==> src/logic/ps2_kbd_pkg.sv <==
// shared PS/2 keyboard types; scan codes are set 2, parity of a frame is never checked
package ps2_kbd_pkg;

	typedef logic [7:0] scan_t;             // one keyboard scan code
	typedef logic [6:0] seg7_t;             // active low, segment g at bit 6

	localparam scan_t code_break  = 8'hF0;  // break prefix
	localparam scan_t code_lshift = 8'h12;  // left shift
	localparam scan_t code_rshift = 8'h59;  // right shift
	localparam scan_t code_caps   = 8'h58;  // caps lock

	// bits after the start bit: 8 data, parity, stop
	localparam int frame_bits = 10;

	// further caps codes needed to leave caps mode
	localparam int caps_toggles = 3;

	typedef enum logic [3:0]
	{
		cmd_none     = 4'd0,                // no mapped key
		cmd_left     = 4'd1,                // a
		cmd_right    = 4'd2,                // d
		cmd_down     = 4'd3,                // s
		cmd_up       = 4'd4,                // w
		cmd_fire     = 4'd5,                // space
		cmd_p2_up    = 4'd6,                // up arrow
		cmd_p2_left  = 4'd7,                // left arrow
		cmd_p2_down  = 4'd8,                // down arrow
		cmd_p2_right = 4'd9                 // right arrow
	} ship_cmd_t;

	typedef enum logic [2:0]
	{
		mode_lower     = 3'd0,              // idle, lower case keys
		mode_lower_brk = 3'd1,              // drop code after F0
		mode_shift     = 3'd2,              // shift held
		mode_shift_brk = 3'd3,              // F0 seen while shifted
		mode_caps      = 3'd4,              // caps lock on
		mode_caps_brk  = 3'd5               // F0 seen in caps mode
	} key_mode_t;

endpackage
==> src/logic/ps2_ship_ctrl_top.sv <==
// keyboard front end top; single clock domain, ps2c and ps2d are assumed already synchronous to clk
`timescale 1ns/1ps

module ps2_ship_ctrl_top import ps2_kbd_pkg::*;
#(
	parameter int filter_depth = 8          // clock filter length, 2 or more
)
(
	input  logic      clk,
	input  logic      reset,
	input  logic      ps2c,                 // keyboard clock
	input  logic      ps2d,                 // keyboard data
	output logic      key_valid,            // one pulse per key for the game
	output logic      upper_case,
	output scan_t     scan_code,
	output ship_cmd_t ship_cmd,
	output seg7_t     hex_seg
);

	logic  ps2c_fall;                       // filtered clock edge
	logic  rx_done;                         // frame complete
	scan_t rx_byte;

	ps2_clk_filter #(
		.filter_depth (filter_depth)
	) u_clk_filter (
		.clk       (clk),
		.reset     (reset),
		.ps2c      (ps2c),
		.ps2c_fall (ps2c_fall)
	);

	ps2_frame_rx u_frame_rx (
		.clk       (clk),
		.reset     (reset),
		.ps2c_fall (ps2c_fall),
		.ps2d      (ps2d),
		.rx_done   (rx_done),
		.rx_byte   (rx_byte)
	);

	key_mode_fsm u_key_mode (
		.clk        (clk),
		.reset      (reset),
		.rx_done    (rx_done),
		.rx_byte    (rx_byte),
		.key_valid  (key_valid),
		.scan_code  (scan_code),
		.upper_case (upper_case)
	);

	ship_cmd_decode u_cmd_decode (
		.scan_code (scan_code),
		.ship_cmd  (ship_cmd),
		.hex_seg   (hex_seg)
	);

endmodule

==> src/logic/ship_cmd_decode.sv <==
// scan code to ship command and seven-segment pattern; pure lookup, no register, case is ignored
`timescale 1ns/1ps

module ship_cmd_decode import ps2_kbd_pkg::*;
(
	input  scan_t     scan_code,
	output ship_cmd_t ship_cmd,
	output seg7_t     hex_seg               // active low
);

	always_comb
	begin
		case (scan_code)
			8'h1C:   ship_cmd = cmd_left;       // a
			8'h23:   ship_cmd = cmd_right;      // d
			8'h1B:   ship_cmd = cmd_down;       // s
			8'h1D:   ship_cmd = cmd_up;         // w
			8'h29:   ship_cmd = cmd_fire;       // space
			8'h75:   ship_cmd = cmd_p2_up;      // arrow keys for a second player
			8'h6B:   ship_cmd = cmd_p2_left;
			8'h72:   ship_cmd = cmd_p2_down;
			8'h74:   ship_cmd = cmd_p2_right;
			default: ship_cmd = cmd_none;       // unmapped
		endcase
	end

	always_comb
	begin
		case (ship_cmd)
			cmd_left:  hex_seg = 7'b1011111;    // segment f lit
			cmd_right: hex_seg = 7'b1111101;    // segment b lit
			cmd_down:  hex_seg = 7'b0111111;    // segment g lit
			cmd_up:    hex_seg = 7'b1111110;    // segment a lit
			cmd_fire:  hex_seg = 7'b1110111;    // segment d lit
			default:   hex_seg = 7'b1101011;    // idle pattern, arrows too
		endcase
	end

endmodule

==> src/logic/key_mode_fsm.sv <==
// make/break/shift/caps tracking; no back-pressure, an unsampled key_valid pulse is lost
`timescale 1ns/1ps

module key_mode_fsm import ps2_kbd_pkg::*;
(
	input  logic  clk,
	input  logic  reset,
	input  logic  rx_done,                  // new byte from receiver
	input  scan_t rx_byte,
	output logic  key_valid,                // one cycle per accepted key
	output scan_t scan_code,
	output logic  upper_case                // level, follows mode
);

	key_mode_t  mode_q;
	key_mode_t  mode_d;
	scan_t      shift_key_q;                // which shift opened shift mode
	scan_t      shift_key_d;
	logic [1:0] caps_cnt_q;                 // caps codes left before exit
	logic [1:0] caps_cnt_d;
	logic       is_shift;
	logic       is_caps;
	logic       is_break;

	assign is_shift = (rx_byte == code_lshift) || (rx_byte == code_rshift);
	assign is_caps  = (rx_byte == code_caps);
	assign is_break = (rx_byte == code_break);

	always_ff @(posedge clk or posedge reset)
	begin
		if (reset)
		begin
			mode_q      <= mode_lower;
			shift_key_q <= 8'h00;
			caps_cnt_q  <= 2'd0;
		end
		else
		begin
			mode_q      <= mode_d;
			shift_key_q <= shift_key_d;
			caps_cnt_q  <= caps_cnt_d;
		end
	end

	always_comb
	begin
		mode_d      = mode_q;
		shift_key_d = shift_key_q;
		caps_cnt_d  = caps_cnt_q;
		key_valid   = 1'b0;
		upper_case  = 1'b0;

		case (mode_q)
			mode_lower:
			begin
				if (rx_done)
				begin
					if (is_shift)
					begin
						shift_key_d = rx_byte;              // remember left or right
						mode_d      = mode_shift;
					end
					else if (is_caps)
					begin
						caps_cnt_d = 2'(caps_toggles);
						mode_d     = mode_caps;
					end
					else if (is_break)
						mode_d = mode_lower_brk;
					else
						key_valid = 1'b1;                   // plain key
				end
			end

			mode_lower_brk:
			begin
				if (rx_done)
					mode_d = mode_lower;                    // released key, dropped
			end

			mode_shift:
			begin
				upper_case = 1'b1;
				if (rx_done)
				begin
					if (is_break)
						mode_d = mode_shift_brk;
					else if (!is_shift && !is_caps)
						key_valid = 1'b1;                   // shifted key
				end
			end

			mode_shift_brk:
			begin
				if (rx_done)
				begin
					if (rx_byte == shift_key_q)
						mode_d = mode_lower;                // shift released
					else
						mode_d = mode_shift;                // other key released
				end
			end

			mode_caps:
			begin
				upper_case = 1'b1;
				// Counter can reach zero on a break sequence; leave on the next cycle.
				if (caps_cnt_q == 2'd0)
					mode_d = mode_lower;
				if (rx_done)
				begin
					if (is_caps)
						caps_cnt_d = caps_cnt_q - 2'd1;
					else if (is_break)
						mode_d = mode_caps_brk;
					else if (!is_shift)
						key_valid = 1'b1;                   // caps key
				end
			end

			mode_caps_brk:
			begin
				if (rx_done)
				begin
					if (is_caps)
						caps_cnt_d = caps_cnt_q - 2'd1;     // caps release counts too
					mode_d = mode_caps;
				end
			end

			default:
				mode_d = mode_lower;
		endcase
	end

	assign scan_code = rx_byte;             // valid with key_valid

endmodule

==> src/logic/ps2_frame_rx.sv <==
// PS/2 frame receiver; parity and stop bits are shifted in but never checked, rx_byte moves during a frame
`timescale 1ns/1ps

module ps2_frame_rx import ps2_kbd_pkg::*;
(
	input  logic  clk,
	input  logic  reset,
	input  logic  ps2c_fall,                // filtered falling edge
	input  logic  ps2d,                     // keyboard data line
	output logic  rx_done,                  // one cycle at end of frame
	output scan_t rx_byte                   // data byte of the frame
);

	typedef enum logic
	{
		st_idle = 1'b0,                     // waiting for start bit
		st_recv = 1'b1                      // shifting in the frame
	} rx_state_t;

	rx_state_t   state_q;
	rx_state_t   state_d;
	logic [3:0]  bit_cnt_q;                 // bits still to come
	logic [3:0]  bit_cnt_d;
	logic [10:0] shift_q;                   // stop at top once done
	logic [10:0] shift_d;

	always_ff @(posedge clk or posedge reset)
	begin
		if (reset)
		begin
			state_q   <= st_idle;
			bit_cnt_q <= 4'd0;
			shift_q   <= 11'd0;             // scan code reads 00 after reset
		end
		else
		begin
			state_q   <= state_d;
			bit_cnt_q <= bit_cnt_d;
			shift_q   <= shift_d;
		end
	end

	always_comb
	begin
		state_d   = state_q;
		bit_cnt_d = bit_cnt_q;
		shift_d   = shift_q;
		rx_done   = 1'b0;

		case (state_q)
			st_idle:
			begin
				if (ps2c_fall)                          // start bit
				begin
					bit_cnt_d = 4'(frame_bits);
					state_d   = st_recv;
				end
			end

			st_recv:
			begin
				if (ps2c_fall)
				begin
					shift_d   = {ps2d, shift_q[10:1]};  // lsb first, shift right
					bit_cnt_d = bit_cnt_q - 4'd1;
				end
				if (bit_cnt_q == 4'd0)                  // stop bit already in
				begin
					rx_done = 1'b1;
					state_d = st_idle;
				end
			end

			default:
				state_d = st_idle;
		endcase
	end

	assign rx_byte = shift_q[8:1];          // d7 at bit 8, d0 at bit 1

endmodule

==> src/logic/ps2_clk_filter.sv <==
// PS/2 clock glitch filter; filter_depth must be 2 or more, edges lag the line by filter_depth cycles
`timescale 1ns/1ps

module ps2_clk_filter
#(
	parameter int filter_depth = 8          // samples that must agree
)
(
	input  logic clk,
	input  logic reset,
	input  logic ps2c,                      // raw keyboard clock
	output logic ps2c_fall                  // one cycle per clean falling edge
);

	logic [filter_depth-1:0] filt_sr;       // newest sample at the top
	logic                    filt_lvl;      // debounced clock level
	logic                    all_ones;
	logic                    all_zeros;

	assign all_ones  = &filt_sr;
	assign all_zeros = ~|filt_sr;

	always_ff @(posedge clk or posedge reset)
	begin
		if (reset)
		begin
			filt_sr  <= '0;
			filt_lvl <= 1'b0;
		end
		else
		begin
			filt_sr <= {ps2c, filt_sr[filter_depth-1:1]};   // shift right
			if (all_ones)
				filt_lvl <= 1'b1;                           // settled high
			else if (all_zeros)
				filt_lvl <= 1'b0;                           // settled low
		end
	end

	// level about to drop
	assign ps2c_fall = filt_lvl & all_zeros;

endmodule

==> config.mk <==
export PLATFORM = sky130hd
export DESIGN_NAME = ps2_ship_ctrl_top
export DESIGN_NICKNAME = d
export VERILOG_FILES = /design/src/logic/ps2_kbd_pkg.sv /design/src/logic/ps2_ship_ctrl_top.sv /design/src/logic/ship_cmd_decode.sv /design/src/logic/key_mode_fsm.sv /design/src/logic/ps2_frame_rx.sv /design/src/logic/ps2_clk_filter.sv
export SDC_FILE = /design/constraint.sdc
export NUM_CORES = 1
export LEC_CHECK = 0
export BUFFER_PORTS_ARGS = -buffer_cell sky130_fd_sc_hd__buf_2
export CAP_MARGIN = 15
export CORE_UTILIZATION = 57
export DETAILED_ROUTE_END_ITERATION = 10
export PLACE_DENSITY = 0.9
export SYNTH_ARGS = -nofsm -noshare
export SYNTH_HDL_FRONTEND = slang
export SYNTH_SLANG_ARGS = --single-unit
==> constraint.sdc <==
create_clock -name clk -period 2 [get_ports clk]
set_input_delay 0.3 -clock clk [delete_from_list [all_inputs] [get_ports clk]]
set_output_delay 0.3 -clock clk [all_outputs]
set_load 0.02 [all_outputs]
==> results.toml <==
[clock_tree]
cts_root_buffer = "clkbuf_4"
cts_tree = "yes"
clk_pin_slew_ns = 0.13
clk_latency_ns = 0.36
clockBufferDepth = 2
ctsHoldBuffers = 0
cts_made_buffers = 5
cts_sinks = 37
htree_levels = 2

[yosys]
synth-edff-count = 0
syn-num-nets = 189
synth_cells = 183
ys.flop_type = "dfrtp_1"
yosysWarnings = 0
synth_seq_cells = 37
yosysSeqAreaShare_pct = 46.6
async_flop_share_pct = 100
synth_area_per_cell_um2 = 10.9
synth_cell_types = 46
syn-cell-area_um2 = 1990

[power]
pwr-share-seq_pct = 56.5
clockPowerShare_pct = 41.2
p_total_mw = 1.37
p_leak_nw = 1.22
p_sw_mw = 0.299
combPwrFrac_pct = 2.4
p_sw_share_pct = 21.9
internal_power_mw = 1.07
ir_worst_vdd_uv = 502
power.density_nw_per_um2 = 535

[cells_and_area]
instances_no_fill = 274
regArea_um2 = 935
area_growth_pct = 28.6
final_cell_mix = "buf_4, dfrtp_1, buf_2, nand2_1, mux2_2"
drive_gt1_share_pct = 52.2
nFillCells = 198
final_common_cell = "buf_4"
layout.nets = 233
diodes = 0
multi_input_area_um2 = 1030

[critical_path]
cp-start-kind = "flop"
worstReg2RegStart = "u_frame_rx.shift_q[6]$_DFFE_PP0P_"
r2r-end = "u_key_mode.shift_key_q[1]$_DFFE_PP0P_"
worst-endpoint-required_ns = 1.70
reg2reg_slack_ns = 0.05
worstPathMaxFanout = 5
crit_arrival_ns = 1.97
crit_type = "flop to primary output"
cp-end-kind = "primary output"
worst-r2r-cell-count = 4

[run]
drv_cap = 0

[timing]
setup_viol = 11
skew_ns = 0.0182
setup_slack_ns = -0.268
period_minus_slack_ns = 2.27
fin_crit_sh_pct = 113
setup-tns-final_ns = -1.33
relSlewSlack_pct = 69.1
maxSlewViolCount = 0
worst_pin_slew_ns = 0.463
clock.fmax_ghz = 0.441
hold_viol = 0
rsz0062_at_grt = "yes"
whs_ns = 0.0213

[floorplanning]
io_pins = 25
coreArea_um2 = 3340
die_y_um = 61.0
rows = 21
dieArea_um2 = 3720
chipWidth_um = 61.0
initial_core_util_pct = 59.5

[route]
firstDrtPassIters = 4
wirelength_mm = 5.57
viasPerCell = 6.23
vias = 1706
ant_nets = 0
drc = 0
dr.first_iter.drc_count = 129
wl_per_cell_um = 20.3

[placement]
io_buffer_count = 24
dp.cells = 251
gp_congestion = 0.863
hpwl_mm = 2.78

[min_path]
hp-class = "input port to asynchronous set/reset pin"

[global_routing]
grtUsageTotal_pct = 29.4
gr-total-overflow = 0
grt_start_max_net_pins = 38
grt_pass1_vias = 1541
grt_pass1_wl_mm = 7.52
antenna_found_initial = 0

[run_status]
violations = "negative setup slack"
status = "complete, but fails checks"
[per-layer routing]
metal	global-route usage, %	part of all wire [%]	vias up	wire [µm]
met3	7.98	6.5	34	363
met4	15.3	5.8	0	325
li1	-	-	728	-
met1	37.2	37	844	2070
met5	0	0	-	0
met2	46.6	51	100	2810
[worst max-delay path: stages, from the launching register on]
cell       delay (ns)
dfrtp_2          0.47
buf_6            0.12
nand4bb_1        0.16
buf_4            0.21
nor4_4           0.26
buf_4            0.18
nor3_2           0.04
buf_2            0.15
[registers in the layout, indices dropped and copies added, names as in the netlist]
name,count
u_frame_rx.shift_q,10
u_frame_rx.state_q,1
u_frame_rx.bit_cnt_q,4
u_key_mode.caps_cnt_q,2
u_clk_filter.filt_sr,8
u_key_mode.shift_key_q,8
u_clk_filter.filt_lvl,1
u_key_mode.mode_q,3
[what timing repair did]
action,in CTS,in global routing
setup buffers,13,3
resized for setup,24,31
pin swaps,4,4
setup endpoints to repair,8,12
[power groups by stage]
stage	sequential (mW)	combinational (mW)	clock (mW)
global placement	0.784	0.0313	0
finish	0.771	0.0324	0.562
global route	0.773	0.0372	0.601
CTS	0.770	0.0324	0.555
floorplan	0.781	0.0209	0
detailed placement	0.785	0.0325	0
[worst max path at each step]
stage / start / end / slack (ns)
5_1_grt: u_frame_rx.shift_q[7]$_DFFE_PP0P_ / key_valid / -0.30
3_3_place_gp: u_frame_rx.shift_q[7]$_DFFE_PP0P_ / u_key_mode.shift_key_q[6]$_DFFE_PP0P_ / 0.13
6_report: u_frame_rx.shift_q[7]$_DFFE_PP0P_ / key_valid / -0.27
4_1_cts: u_frame_rx.shift_q[5]$_DFFE_PP0P_ / ship_cmd[2] / -0.13
3_5_place_dp: u_frame_rx.shift_q[7]$_DFFE_PP0P_ / u_key_mode.shift_key_q[3]$_DFFE_PP0P_ / 0.09
2_1_floorplan: u_frame_rx.shift_q[5]$_DFFE_PP0P_ / hex_seg[4] / 0.03
[kinds of logic after synthesis]
group	synth area share, %
and+or+nand+nor	23.4
buffers and inverters	8.38
adders and majority gates	1.26
AOI/OAI and AO/OA	6.74
muxes	9.20
DFF	46.6
xor gates and xnor gates	4.41
[stage by stage]
| step | utilization, % | setup slack (ns) | instance area (µm²) |
|---|---|---|---|
| after floorplan | - | 0.0325 | 1990 |
| after global placement | 64.7 | 0.127 | 2160 |
| after detailed placement | 64.7 | 0.0931 | 2160 |
| after CTS | 72.3 | -0.128 | 2410 |
| after global routing | 76.5 | -0.303 | 2550 |
| final | 76.5 | -0.268 | 2550 |
[cells in the mapped netlist (all sizes together) (2+ instances only)]
cell | instances | area (µm²)
or2b | 2 | 17.5
nand4 | 4 | 25.0
nor4 | 9 | 71.3
clkbuf | 4 | 35.0
nand2 | 14 | 55.1
inv | 10 | 37.5
or4b | 3 | 33.8
and2 | 3 | 22.5
nand4bb | 3 | 33.8
nor2 | 6 | 22.5
dfrtp | 37 | 926
ha | 2 | 25.0
nand3 | 8 | 52.6
xnor2 | 2 | 17.5
o21ai | 6 | 33.8
nand3b | 2 | 15.0
a31oi | 4 | 25.0
xor2 | 8 | 70.1
mux2 | 14 | 173
buf | 14 | 93.8
nand2b | 4 | 25.0
a21oi | 7 | 35.0
nor3 | 4 | 31.3
[cell type report]
class / instances / share of cell area (%)
Clock buffer: 6 / 2.01
Inverter: 10 / 1.57
Multi-Input combinational cell: 118 / 40.3
Clock inverter: 2 / 1.47
Sequential cell: 37 / 36.6
Timing Repair Buffer: 55 / 15.8
Tap cell: 46 / 2.25
Power figures use the tool's default switching activity.
